**config.mk**
```make
export PLATFORM = sky130hd
export DESIGN_NAME = keypadEntry
export DESIGN_NICKNAME = d
export VERILOG_FILES = /design/src/hw/boardPkg.sv /design/src/hw/uartPkg.sv /design/src/hw/keypadEntry.sv
export SDC_FILE = /design/constraint.sdc
export NUM_CORES = 1
export LEC_CHECK = 0
export BUFFER_PORTS_ARGS = -buffer_cell sky130_fd_sc_hd__buf_4
export CORE_UTILIZATION = 56
export DETAILED_ROUTE_END_ITERATION = 7
export PLACE_DENSITY_LB_ADDON = 0.05
export SETUP_SLACK_MARGIN = 0.05
export SLEW_MARGIN = 20
export SYNTH_ARGS = -nofsm -noshare
export SYNTH_HDL_FRONTEND = slang
export SYNTH_SLANG_ARGS = --single-unit
```
**constraint.sdc**
```tcl
create_clock -name clk -period 5.3 [get_ports clk]
set_clock_uncertainty 0.2 [all_clocks]
set_input_delay 0.265 -clock clk [delete_from_list [all_inputs] [get_ports clk]]
set_output_delay 0.265 -clock clk [all_outputs]
set_load 0.02 [all_outputs]
```
**src/hw/boardPkg.sv**
```systemverilog
package boardPkg;

    // **************************************************
    // Board I/O widths
    // **************************************************
    localparam int numDigits = 8;                    // Seven-segment digits on the board

    typedef logic [20:0]              pbVec;         // Push buttons, key n is bit n
    typedef logic [7:0]               segVec;        // dp gfedcba, active high
    typedef logic [7:0]               ledVec;        // One LED bar
    typedef logic [3:0]               hexDigit;      // One key value
    typedef logic [4*numDigits-1:0]   digitReg;      // Digit n sits in nibble n

    // Key assignments
    localparam int keyClear  = 16;                   // Clears the display register
    localparam int resetKeyA = 0;                    // Reset combination 0 + 3 + 16
    localparam int resetKeyB = 3;
    localparam int resetKeyC = 16;

    // Hex value to gfedcba glyph, lower-case b and d
    function automatic segVec hexToSeg(hexDigit d);
        segVec seg;
        case (d)
            4'h0: seg = 8'h3F;
            4'h1: seg = 8'h06;
            4'h2: seg = 8'h5B;
            4'h3: seg = 8'h4F;
            4'h4: seg = 8'h66;
            4'h5: seg = 8'h6D;
            4'h6: seg = 8'h7D;
            4'h7: seg = 8'h07;
            4'h8: seg = 8'h7F;
            4'h9: seg = 8'h6F;
            4'hA: seg = 8'h77;
            4'hB: seg = 8'h7C;                       // b
            4'hC: seg = 8'h39;
            4'hD: seg = 8'h5E;                       // d
            4'hE: seg = 8'h79;
            4'hF: seg = 8'h71;
        endcase
        return seg;                                  // Decimal point stays dark
    endfunction

    // Pick digit n out of the display register
    function automatic hexDigit digitAt(digitReg r, int n);
        return r[n*4 +: 4];
    endfunction

endpackage

```
**src/hw/uartPkg.sv**
```systemverilog
package uartPkg;

    // One serial data byte, sent LSB first
    typedef logic [7:0] uartByte;

    // Transmitter phases
    typedef enum logic [1:0] {
        txIdle,                                      // Line high, waiting for start strobe
        txStartBit,                                  // Driving the low start bit
        txData,                                      // Eight data bits
        txStopBit                                    // High stop bit
    } txState;

    // Receiver phases
    typedef enum logic [1:0] {
        rxIdle,                                      // Watching for a falling edge
        rxStartBit,                                  // Confirming start bit at mid-bit
        rxData,                                      // Sampling eight data bits
        rxStopBit                                    // Checking the stop bit
    } rxState;

endpackage

```
**src/hw/keypadEntry.sv**
```systemverilog
`timescale 1ns/1ps

module keypadEntry (
    input  logic              clk,
    input  logic              reset,
    input  logic              tick,
    input  boardPkg::pbVec    pb,
    output boardPkg::digitReg digits,
    output uartPkg::uartByte  txData,
    output logic              txStart,
    output boardPkg::ledVec   left
);
    import boardPkg::*;
    import uartPkg::*;

    localparam int DW = $bits(digitReg);

    pbVec    prevPb;                                 // Key sample from the previous tick
    pbVec    newPress;
    logic    hexHit;
    logic    clearHit;
    hexDigit keyDigit;
    uartByte lastByte;                               // Last character sent

    // Hex value to its ASCII character
    function automatic uartByte toAscii(hexDigit d);
        uartByte code;
        if (d < 4'd10) code = 8'h30 + uartByte'(d);            // '0' to '9'
        else           code = 8'h41 + uartByte'(d) - 8'd10;    // 'A' to 'F'
        return code;
    endfunction

    // **************************************************
    // Press detection
    // **************************************************
    assign newPress = pb & ~prevPb;                  // Low last tick, high now
    assign hexHit   = |newPress[15:0];
    assign clearHit = newPress[keyClear] &&
                      ((pb & ~(pbVec'(1) << keyClear)) == '0);  // Clear key held alone

    // Lowest index wins
    always_comb begin
        keyDigit = '0;
        for (int i = 15; i >= 0; i--) begin
            if (newPress[i]) keyDigit = hexDigit'(i);
        end
    end

    // **************************************************
    // Display register and transmit strobe
    // **************************************************
    always_ff @(posedge clk or posedge reset) begin
        if (reset) begin
            prevPb   <= '0;
            digits   <= '0;
            lastByte <= '0;
            txStart  <= 1'b0;
        end else begin
            txStart <= 1'b0;
            if (tick) begin
                prevPb <= pb;
                if (hexHit) begin
                    digits   <= {digits[DW-5:0], keyDigit};  // New digit on the right
                    lastByte <= toAscii(keyDigit);
                    txStart  <= 1'b1;
                end else if (clearHit) begin
                    digits <= '0;                    // Left bar keeps the last byte
                end
            end
        end
    end

    assign txData = lastByte;
    assign left   = lastByte;                        // Mirror of the sent character

endmodule

```
# [Word level (Yosys, flattened, before mapping)]
# Index checks and enable logic that the tools add are counted.
[classes] n_mux=21 n_reduce_logical=6 n_addsub=3 n_bitwise=2 magnitude_cmp=1
[ops] op="$mux W32" count=2
[ops] op="$mux W4" count=16
[ops] op="$logic_not A21 Y1" count=1
[ops] op="$and A17 B17 Y17" count=1
[ops] op="$not A17 Y17" count=1
[ops] op="$reduce_or A16 Y1" count=1
[ops] op="$add A7 B4 Y8 const A" count=1
[ops] op="$mux W8" count=1
[ops] op="$sub A8 B4 Y8 const B" count=1
[ops] op="$add A6 B4 Y7 const A" count=1
[ops] op="$lt A4 B4 Y1 const B" count=1
[ops] op="$reduce_and A2 Y1" count=2
[ops] op="$mux W1" count=2
[ops] op="$reduce_bool A2 Y1" count=1
[ops] op="$logic_and A1 B1 Y1" count=1
[word_totals] register_bits=58 elab_cells=37 out_inout_bits=49 input_bits=24

# [Logic depth before layout (Yosys ltp)]
# Gate-level depths: netlist of run 1.
[logic_depth] word_depth=21 ltp_mapped=8 mapped_depth_nobuf=8

# [Least setup slack after synthesis of run 1]
# No wires, ideal clock.
[synth_path] path_type="reg2reg" start="register prevPb[15]" end="register lastByte[4] (netlist: left[4])" setup_ns=0.119 period_less_slack_ns=1.986 n_path_buf=0 required_time_ns=4.981 arrival_time_ns=1.668 path_stages_with_launch=7 path_slack_ns=3.314 path_cell_list="dfrtp_1 -> and2b_4 -> a2111oi_4 -> a311oi_1 -> o311ai_2 -> a21o_1 -> o21a_1"
[synth_between] elab_chain_len=21 elab_cells_between_ends=25 classes_between="add/sub: 3; order compare: 1; mux: 17; bitwise: 2; reduce/logical: 2"
[synth_rtl] item="start, declared" line="keypadEntry.sv:18" text="pbVec prevPb;"
[synth_rtl] item="start signal, assigned" line="keypadEntry.sv:61" text="prevPb <= pb;"
[synth_rtl] item="$not A17 Y17 *" line="keypadEntry.sv:36" text="assign newPress = pb & ~prevPb;"
[synth_rtl] item="$and A17 B17 Y17 *" line="keypadEntry.sv:36"
[synth_rtl] item="$mux W4 (16 in series)" line="keypadEntry.sv:45" text="if (newPress[i]) keyDigit = hexDigit'(i);"
[synth_rtl] item="$add A7 B4 Y8" line="keypadEntry.sv:29" text="else code = 8'h41 + uartByte'(d) - 8'd10;"
[synth_rtl] item="$sub A8 B4 Y8" line="keypadEntry.sv:29"
[synth_rtl] item="$mux W8" line="keypadEntry.sv:28" text="if (d < 4'd10) code = 8'h30 + uartByte'(d);"
[synth_rtl] item="end signal, assigned" line="keypadEntry.sv:64" text="lastByte <= toAscii(keyDigit);"
[synth_rtl] item="end, declared" line="keypadEntry.sv:23" text="uartByte lastByte;"
# Mark *: on every way between the ends. The rest lies on a longest branch, timed or not.
# A chain may end at the register's enable or synchronous reset.

# [Worst setup path in the final report of run 1]
[layout_path] start="input port pb[13]" end="register digits[6]"
[layout_between] elab_chain_len=4 elab_cells_between_ends=7 classes_between="mux: 1; bitwise: 1; reduce/logical: 5"
[layout_rtl] item="start, declared" line="keypadEntry.sv:7" text="input boardPkg::pbVec pb,"
[layout_rtl] item="$and A17 B17 Y17 or $logic_not A21 Y1 (tied branches)" line="keypadEntry.sv:36, keypadEntry.sv:39"
[layout_rtl] item="$reduce_or A16 Y1 or $logic_and A1 B1 Y1 (tied branches)" line="keypadEntry.sv:37, keypadEntry.sv:38"
[layout_rtl] item="$reduce_bool A2 Y1 (no line)"
[layout_rtl] item="$reduce_and A2 Y1 (no line)"
[layout_rtl] item="end signal, assigned" line="keypadEntry.sv:63" text="digits <= {digits[DW-5:0], keyDigit};"
[layout_rtl] item="end, declared" line="keypadEntry.sv:8" text="output boardPkg::digitReg digits,"
# Parallel ways exist; a longest one is shown, timed or not.

==> results of run 1 <==
==> worst max-delay path, cell delays in order <==
cell and delay, ns:
dlygate4sd3_1 0.54, buf_4 0.14, nor2b_4 0.13, a2111oi_4 0.39, nand3_1 0.17, o31ai_4 0.45
inv_2 0.46, nand2_1 0.18, o21ai_1 0.08
==> registers in the layout (all words and copies together), names as in the netlist <==
signal	cells
digits	32
txStart	1
left	7
prevPb	17
==> logic make-up after synthesis <==
logic type      synth area share [%]
simple gates                    19.6
compound gates                  15.9
flops                           52.4
buf+inv                         5.65
mux                             5.79
fa+ha+maj                      0.459
other cells                    0.138
==> power breakdown <==
group | internal [mW] | switching [mW] | total (mW)
sequential | 0.494 | 0.0447 | 0.538
combinational | 0.141 | 0.178 | 0.319
clock | 0.228 | 0.175 | 0.403
==> stage by stage <==
step | power, mW | instances | utilization (%)
after floorplan | 0.732 | 278 | -
after global placement | 0.845 | 382 | 68.3
after detailed placement | 0.855 | 382 | 68.3
after CTS | 1.27 | 416 | 76.4
after global routing | 1.33 | 416 | 76.4
final | 1.26 | 416 | 76.4
==> Yosys cell counts, types with 2 or more instances <==
cell,instances
a21o_1,4
mux2_2,14
and2b_1,2
nor4_1,3
nor4b_1,2
o21ai_1,23
a211oi_1,2
buf_4,10
clkbuf_1,6
nand3_1,5
o21ai_0,15
dfrtp_1,57
and2_1,3
inv_1,6
o21a_1,2
nor2b_1,4
o311ai_2,2
a21oi_1,4
nor2_1,6
nand4_1,2
buf_2,6
nand2b_1,11
nand2_1,65
==> final cells by class <==
type / instances / area (sq um) / share of cell area, %
inverter: 7 / 26.3 / 0.733
clock inverter: 5 / 55.1 / 1.54
multi-input combinational: 192 / 1150 / 32.0
sequential: 57 / 1430 / 39.8
tap: 54 / 67.6 / 1.89
clock buffer: 11 / 141 / 3.95
timing repair buffer: 90 / 721 / 20.1
==> routing by layer <==
| layer | up-vias | GRT usage, % |
|---|---|---|
| li1 | 1099 | - |
| met1 | 1071 | 37.1 |
| met2 | 68 | 39.2 |
| met3 | 10 | 4.64 |
| met4 | 0 | 12.4 |
| met5 | - | 0 |
==> path summary, 6_finish.rpt <==
check	depth (start not counted)	to	start	slack, ns
hold reg to reg	1	prevPb[5]	prevPb[5]	0.30
setup / recovery	9	digits[6]	pb[13]	2.44
max in group asynchronous	4	prevPb[4]	reset	3.94
hold / removal	3	prevPb[8]	tick	0.14
setup reg to reg	7	digits[6]	prevPb[13]	2.69
min in group asynchronous	4	digits[31]	reset	0.49
==> impl_metrics.yaml, run 1 <==
place:
  placed_area_sq_mm: 0.00321
  place_hpwl_um: 3970
  post-place-ws_ns: 2.65
  io_buffers: 70
  gp_congestion: 0.829
grt:
  grt_pass1_vias: 2177
  antenna_found_initial: 0
  grt_overflow: 0
  grt_pass1_wl_um: 10100
  grt.total_usage_pct: 26.1
  grt_start_max_net_pins: 63
detailed_routing:
  drt_first_pass_iters: 4
  drtIter0Drc: 125
  vias_per_cell: 5.40
  wirelength_um: 6030
  routed.top_layer: "met4"
  num_vias: 2248
  met3_length_um: 276
  wl_per_cell_um: 14.5
  drc: 0
  met1_length_um: 2860
  antenna_left: 0
  routed-wl-met2_um: 2810
logic_synthesis:
  netlist_instances: 277
  syn_area_sq_mm: 0.00272
  synth_edf_count: 0
  synthDistinctLibCells: 46
  synth_top_flop_cell: "dfrtp_1"
  postSynthAreaPerCell_sq_um: 9.83
  synthTopCellsByArea: "dfrtp_1 52%, nand2_1 9.0%, mux2_2 5.8%"
  synth.yosys.seq_area_share_pct: 52.4
  synth-seq-cells: 57
  synth_top_cell_area_share_pct: 52.4
  synthArstFlopShare_pct: 100
  yosysTopAreaCell: "dfrtp_1"
  ys_warn_count: 0
sta:
  period_share_pct: 53.9
  rsz0062_at_grt: "no"
  hold_ws_ns: 0.144
  fin_tns_setup_ns: 0
  fmaxAchievable_mhz: 350
  hold_viol_final: 0
  drv_slew: 0
  finalWorstSetupSlack_ns: 2.44
  fin_crit_ns: 2.86
  slew_headroom_pct: 43.2
  setup_violations: 0
  worstMarginPinSlew_ns: 0.851
final_layout:
  finalNetCount: 382
  diodes: 0
  final_common_cell: "buf_4"
  drive_above_1_share_pct: 30.7
  design_area_sq_mm: 0.00358
  layout_common_cells: "72 x buf_4, 65 x nand2_1, 57 x dfrtp_1, 23 x o21ai_1, 18 x dlygate4sd3_1"
  fillers: 354
  area_delta_synth_final_pct: 31.6
critical_path:
  worstSetupPathType: "in2reg"
  cp-end-kind: "flop"
  arrival_ns: 2.84
  cp-start-kind: "primary input"
  path_max_fanout: 62
  cp.required_ns: 5.29
pwr:
  cellLeakagePower_nw: 1.68
  vdd_drop_max_uv: 270
  power_density_mw_per_mm2: 352
cts:
  clk_path_buf_depth: 2
  root_buffer: "clkbuf_8"
  htreeDepth: 3
  post-cts-setup-buffer-count: 0
  cts_hold_buf: 18
  clk_pin_slew_ns: 0.07
  cts_tree: "done"
  cts_sinks: 57
  cts_made_buffers: 9
  insertion_delay_ns: 0.33
  cts_resized: 0
status:
  run_status: "completed"
die:
  fp-row-count: 25
  pin_count: 73
  die_w_um: 71.7
  core-area_sq_mm: 0.00469
  dieArea_sq_mm: 0.00514
  start_util_pct: 58.0
  die_h_um: 71.7
run:
  cap_violations: 0
worst_hold_path:
  hold_path.class: "in2reg"
Note: power is estimated with default switching activity, not from simulation.
==> run 2: changes to the inputs <==
- CORE_UTILIZATION: 56 -> 47
- clock period: 5.3 -> 2.6 ns (I/O delays scaled with it)
==> run 2 against run 1 <==
Utilization is 11 points lower. Highest routed layer unchanged. Global-route usage is 3.8 points lower. Largest cell class unchanged. Total power is 110% higher. Cell area is 1.7% higher. Non-clock buffer count is 3 higher. Combinational power is 100% higher. Via count is 2.9% lower. Largest power group unchanged.
==> impl_metrics.yaml, run 2 (synthesis results as in run 1) <==
cts:
  clk_path_buf_depth: 2
  cts_tree: "done"
  cts_sinks: 57
  clk_pin_slew_ns: 0.06
  htreeDepth: 3
  insertion_delay_ns: 0.33
  root_buffer: "clkbuf_8"
  cts_made_buffers: 9
die:
  pin_count: 73
  die_h_um: 78.1
  dieArea_sq_mm: 0.00610
  start_util_pct: 49.1
  die_w_um: 78.1
  core-area_sq_mm: 0.00554
  fp-row-count: 27
final_layout:
  largest_register_ffs: 32
  drive_above_1_share_pct: 30.8
  final_common_cell: "buf_4"
  top_register: "digits"
  finalNetCount: 385
  layout_common_cells: "75 x buf_4, 65 x nand2_1, 57 x dfrtp_1, 23 x o21ai_1, 18 x dlygate4sd3_1"
  multi_input_area_sq_mm: 0.00115
  seqCellArea_sq_mm: 0.00143
  instances_no_fill: 436
  fillers: 484
  area_delta_synth_final_pct: 33.9
  diodes: 0
detailed_routing:
  wl_per_cell_um: 13.9
  num_vias: 2182
  antenna_left: 0
  met1_length_um: 2960
  drt_first_pass_iters: 4
  routed.top_layer: "met4"
  vias_per_cell: 5.00
  wirelength_um: 6060
  routed-wl-met2_um: 2680
  drtIter0Drc: 147
  drc: 0
  met3_length_um: 289
run:
  cap_violations: 0
sta:
  period_share_pct: 89.6
  worstMarginPinSlew_ns: 0.708
  setup_violations: 0
  hold_viol_final: 0
  slew_headroom_pct: 52.8
  fin_crit_ns: 2.33
  fin_tns_setup_ns: 0
  drv_slew: 0
  fmaxAchievable_mhz: 429
  rsz0062_at_grt: "no"
critical_path:
  cp_common_cell: "buf_4"
  path_cells: "dlygate4sd3_1 > buf_4 > and2b_4 > a2111oi_4 > nand3_1 > o31ai_4 > buf_4 > a211oi_1 > a221o_1"
  critPathTopFamily: "compound AO/OA/AOI/OAI gates"
  path_buf_inv: 3
  path_max_fanout: 11
  slowest_delay_ns: 0.55
  cp-end-kind: "flop"
  slowest_stage: "dlygate4sd3_1"
  worstSetupPathType: "in2reg"
  arrival_ns: 2.34
  cp-start-kind: "primary input"
  cp.required_ns: 2.61
worst_hold_path:
  hold_path.class: "in2reg"
grt:
  grt_overflow: 0
  antenna_found_initial: 0
  grt_start_max_net_pins: 63
  grt.total_usage_pct: 22.4
  grt_pass1_wl_um: 10300
  grt_pass1_vias: 2080
place:
  place_inst: 403
  place_hpwl_um: 4080
  io_buffers: 70
  gp_congestion: 0.809
pwr:
  power_density_mw_per_mm2: 724
  cellLeakagePower_nw: 1.70
  vdd_drop_max_uv: 439
status:
  run_status: "completed"
==> run 2: cell count changes in the layout (fill, tap and decap cells not counted), sizes merged <==
cell      change
clkinv        -1
buf           +3
clkbuf        +1
bufinv        +1
clkinvlp      -2
==> run 2: worst reg2reg max path: stages (launching register included) <==
cell	delay, ns
dfrtp_1	0.38
and2b_1	0.27
o221ai_1	0.13
a21oi_1	0.30
o21a_1	0.19
o21ai_0	0.12
ha_1	0.25
a21o_1	0.19
o21a_1	0.11
==> run 2: path summary, 6_finish.rpt <==
check	cells past startpoint	startpoint	endpoint	slack, ns
max	9	pb[15]	left[0]	0.27
min	4	tick	prevPb[3]	0.16
max reg2reg	8	prevPb[14]	left[4]	0.35
min reg2reg	1	prevPb[6]	prevPb[6]	0.30
max in group asynchronous	4	reset	prevPb[10]	1.37
min in group asynchronous	4	reset	digits[31]	0.36
==> run 2: metrics by stage <==
| stage | worst slack [ns] | instance area, sq um | hold WS, ns | util [%] | total power, mW |
|---|---|---|---|---|---|
| after floorplan | 0.614 | 2730 | 0.0510 | - | 1.49 |
| after global placement | 0.381 | 3250 | 0.170 | 58.7 | 1.73 |
| after detailed placement | 0.289 | 3250 | 0.174 | 58.7 | 1.75 |
| after CTS | 0.167 | 3640 | 0.138 | 65.7 | 2.66 |
| after global routing | 0.106 | 3640 | 0.177 | 65.8 | 2.77 |
| final | 0.270 | 3640 | 0.159 | 65.8 | 2.64 |
==> run 2: final cells by class <==
type,count,area share (%)
flip-flops and latches,57,39.1
multi-input cells,192,31.4
repair buffers,93,20.4
clock buffers,12,3.98
well taps,72,2.47
clock inverters,3,1.79
inverters,7,0.790
==> run 2: power by group <==
group	total, mW	internal (mW)	switching (mW)
clock	0.891	0.560	0.332
sequential	1.10	1.01	0.0900
combinational	0.651	0.292	0.360
==> run 2: layer usage <==
layer	track usage (%)	vias up
li1	-	1101
met1	32.2	1006
met2	31.5	63
met3	4.77	12
met4	11.9	0
met5	0	-
==> run 2: timing repair <==
item / in CTS / in global routing
hold endpoints to repair: 74 / 0
setup endpoints to repair: 0 / 31
setup buffers: 0 / 0
hold buffers: 18 / 0
gates resized for setup: 0 / 2
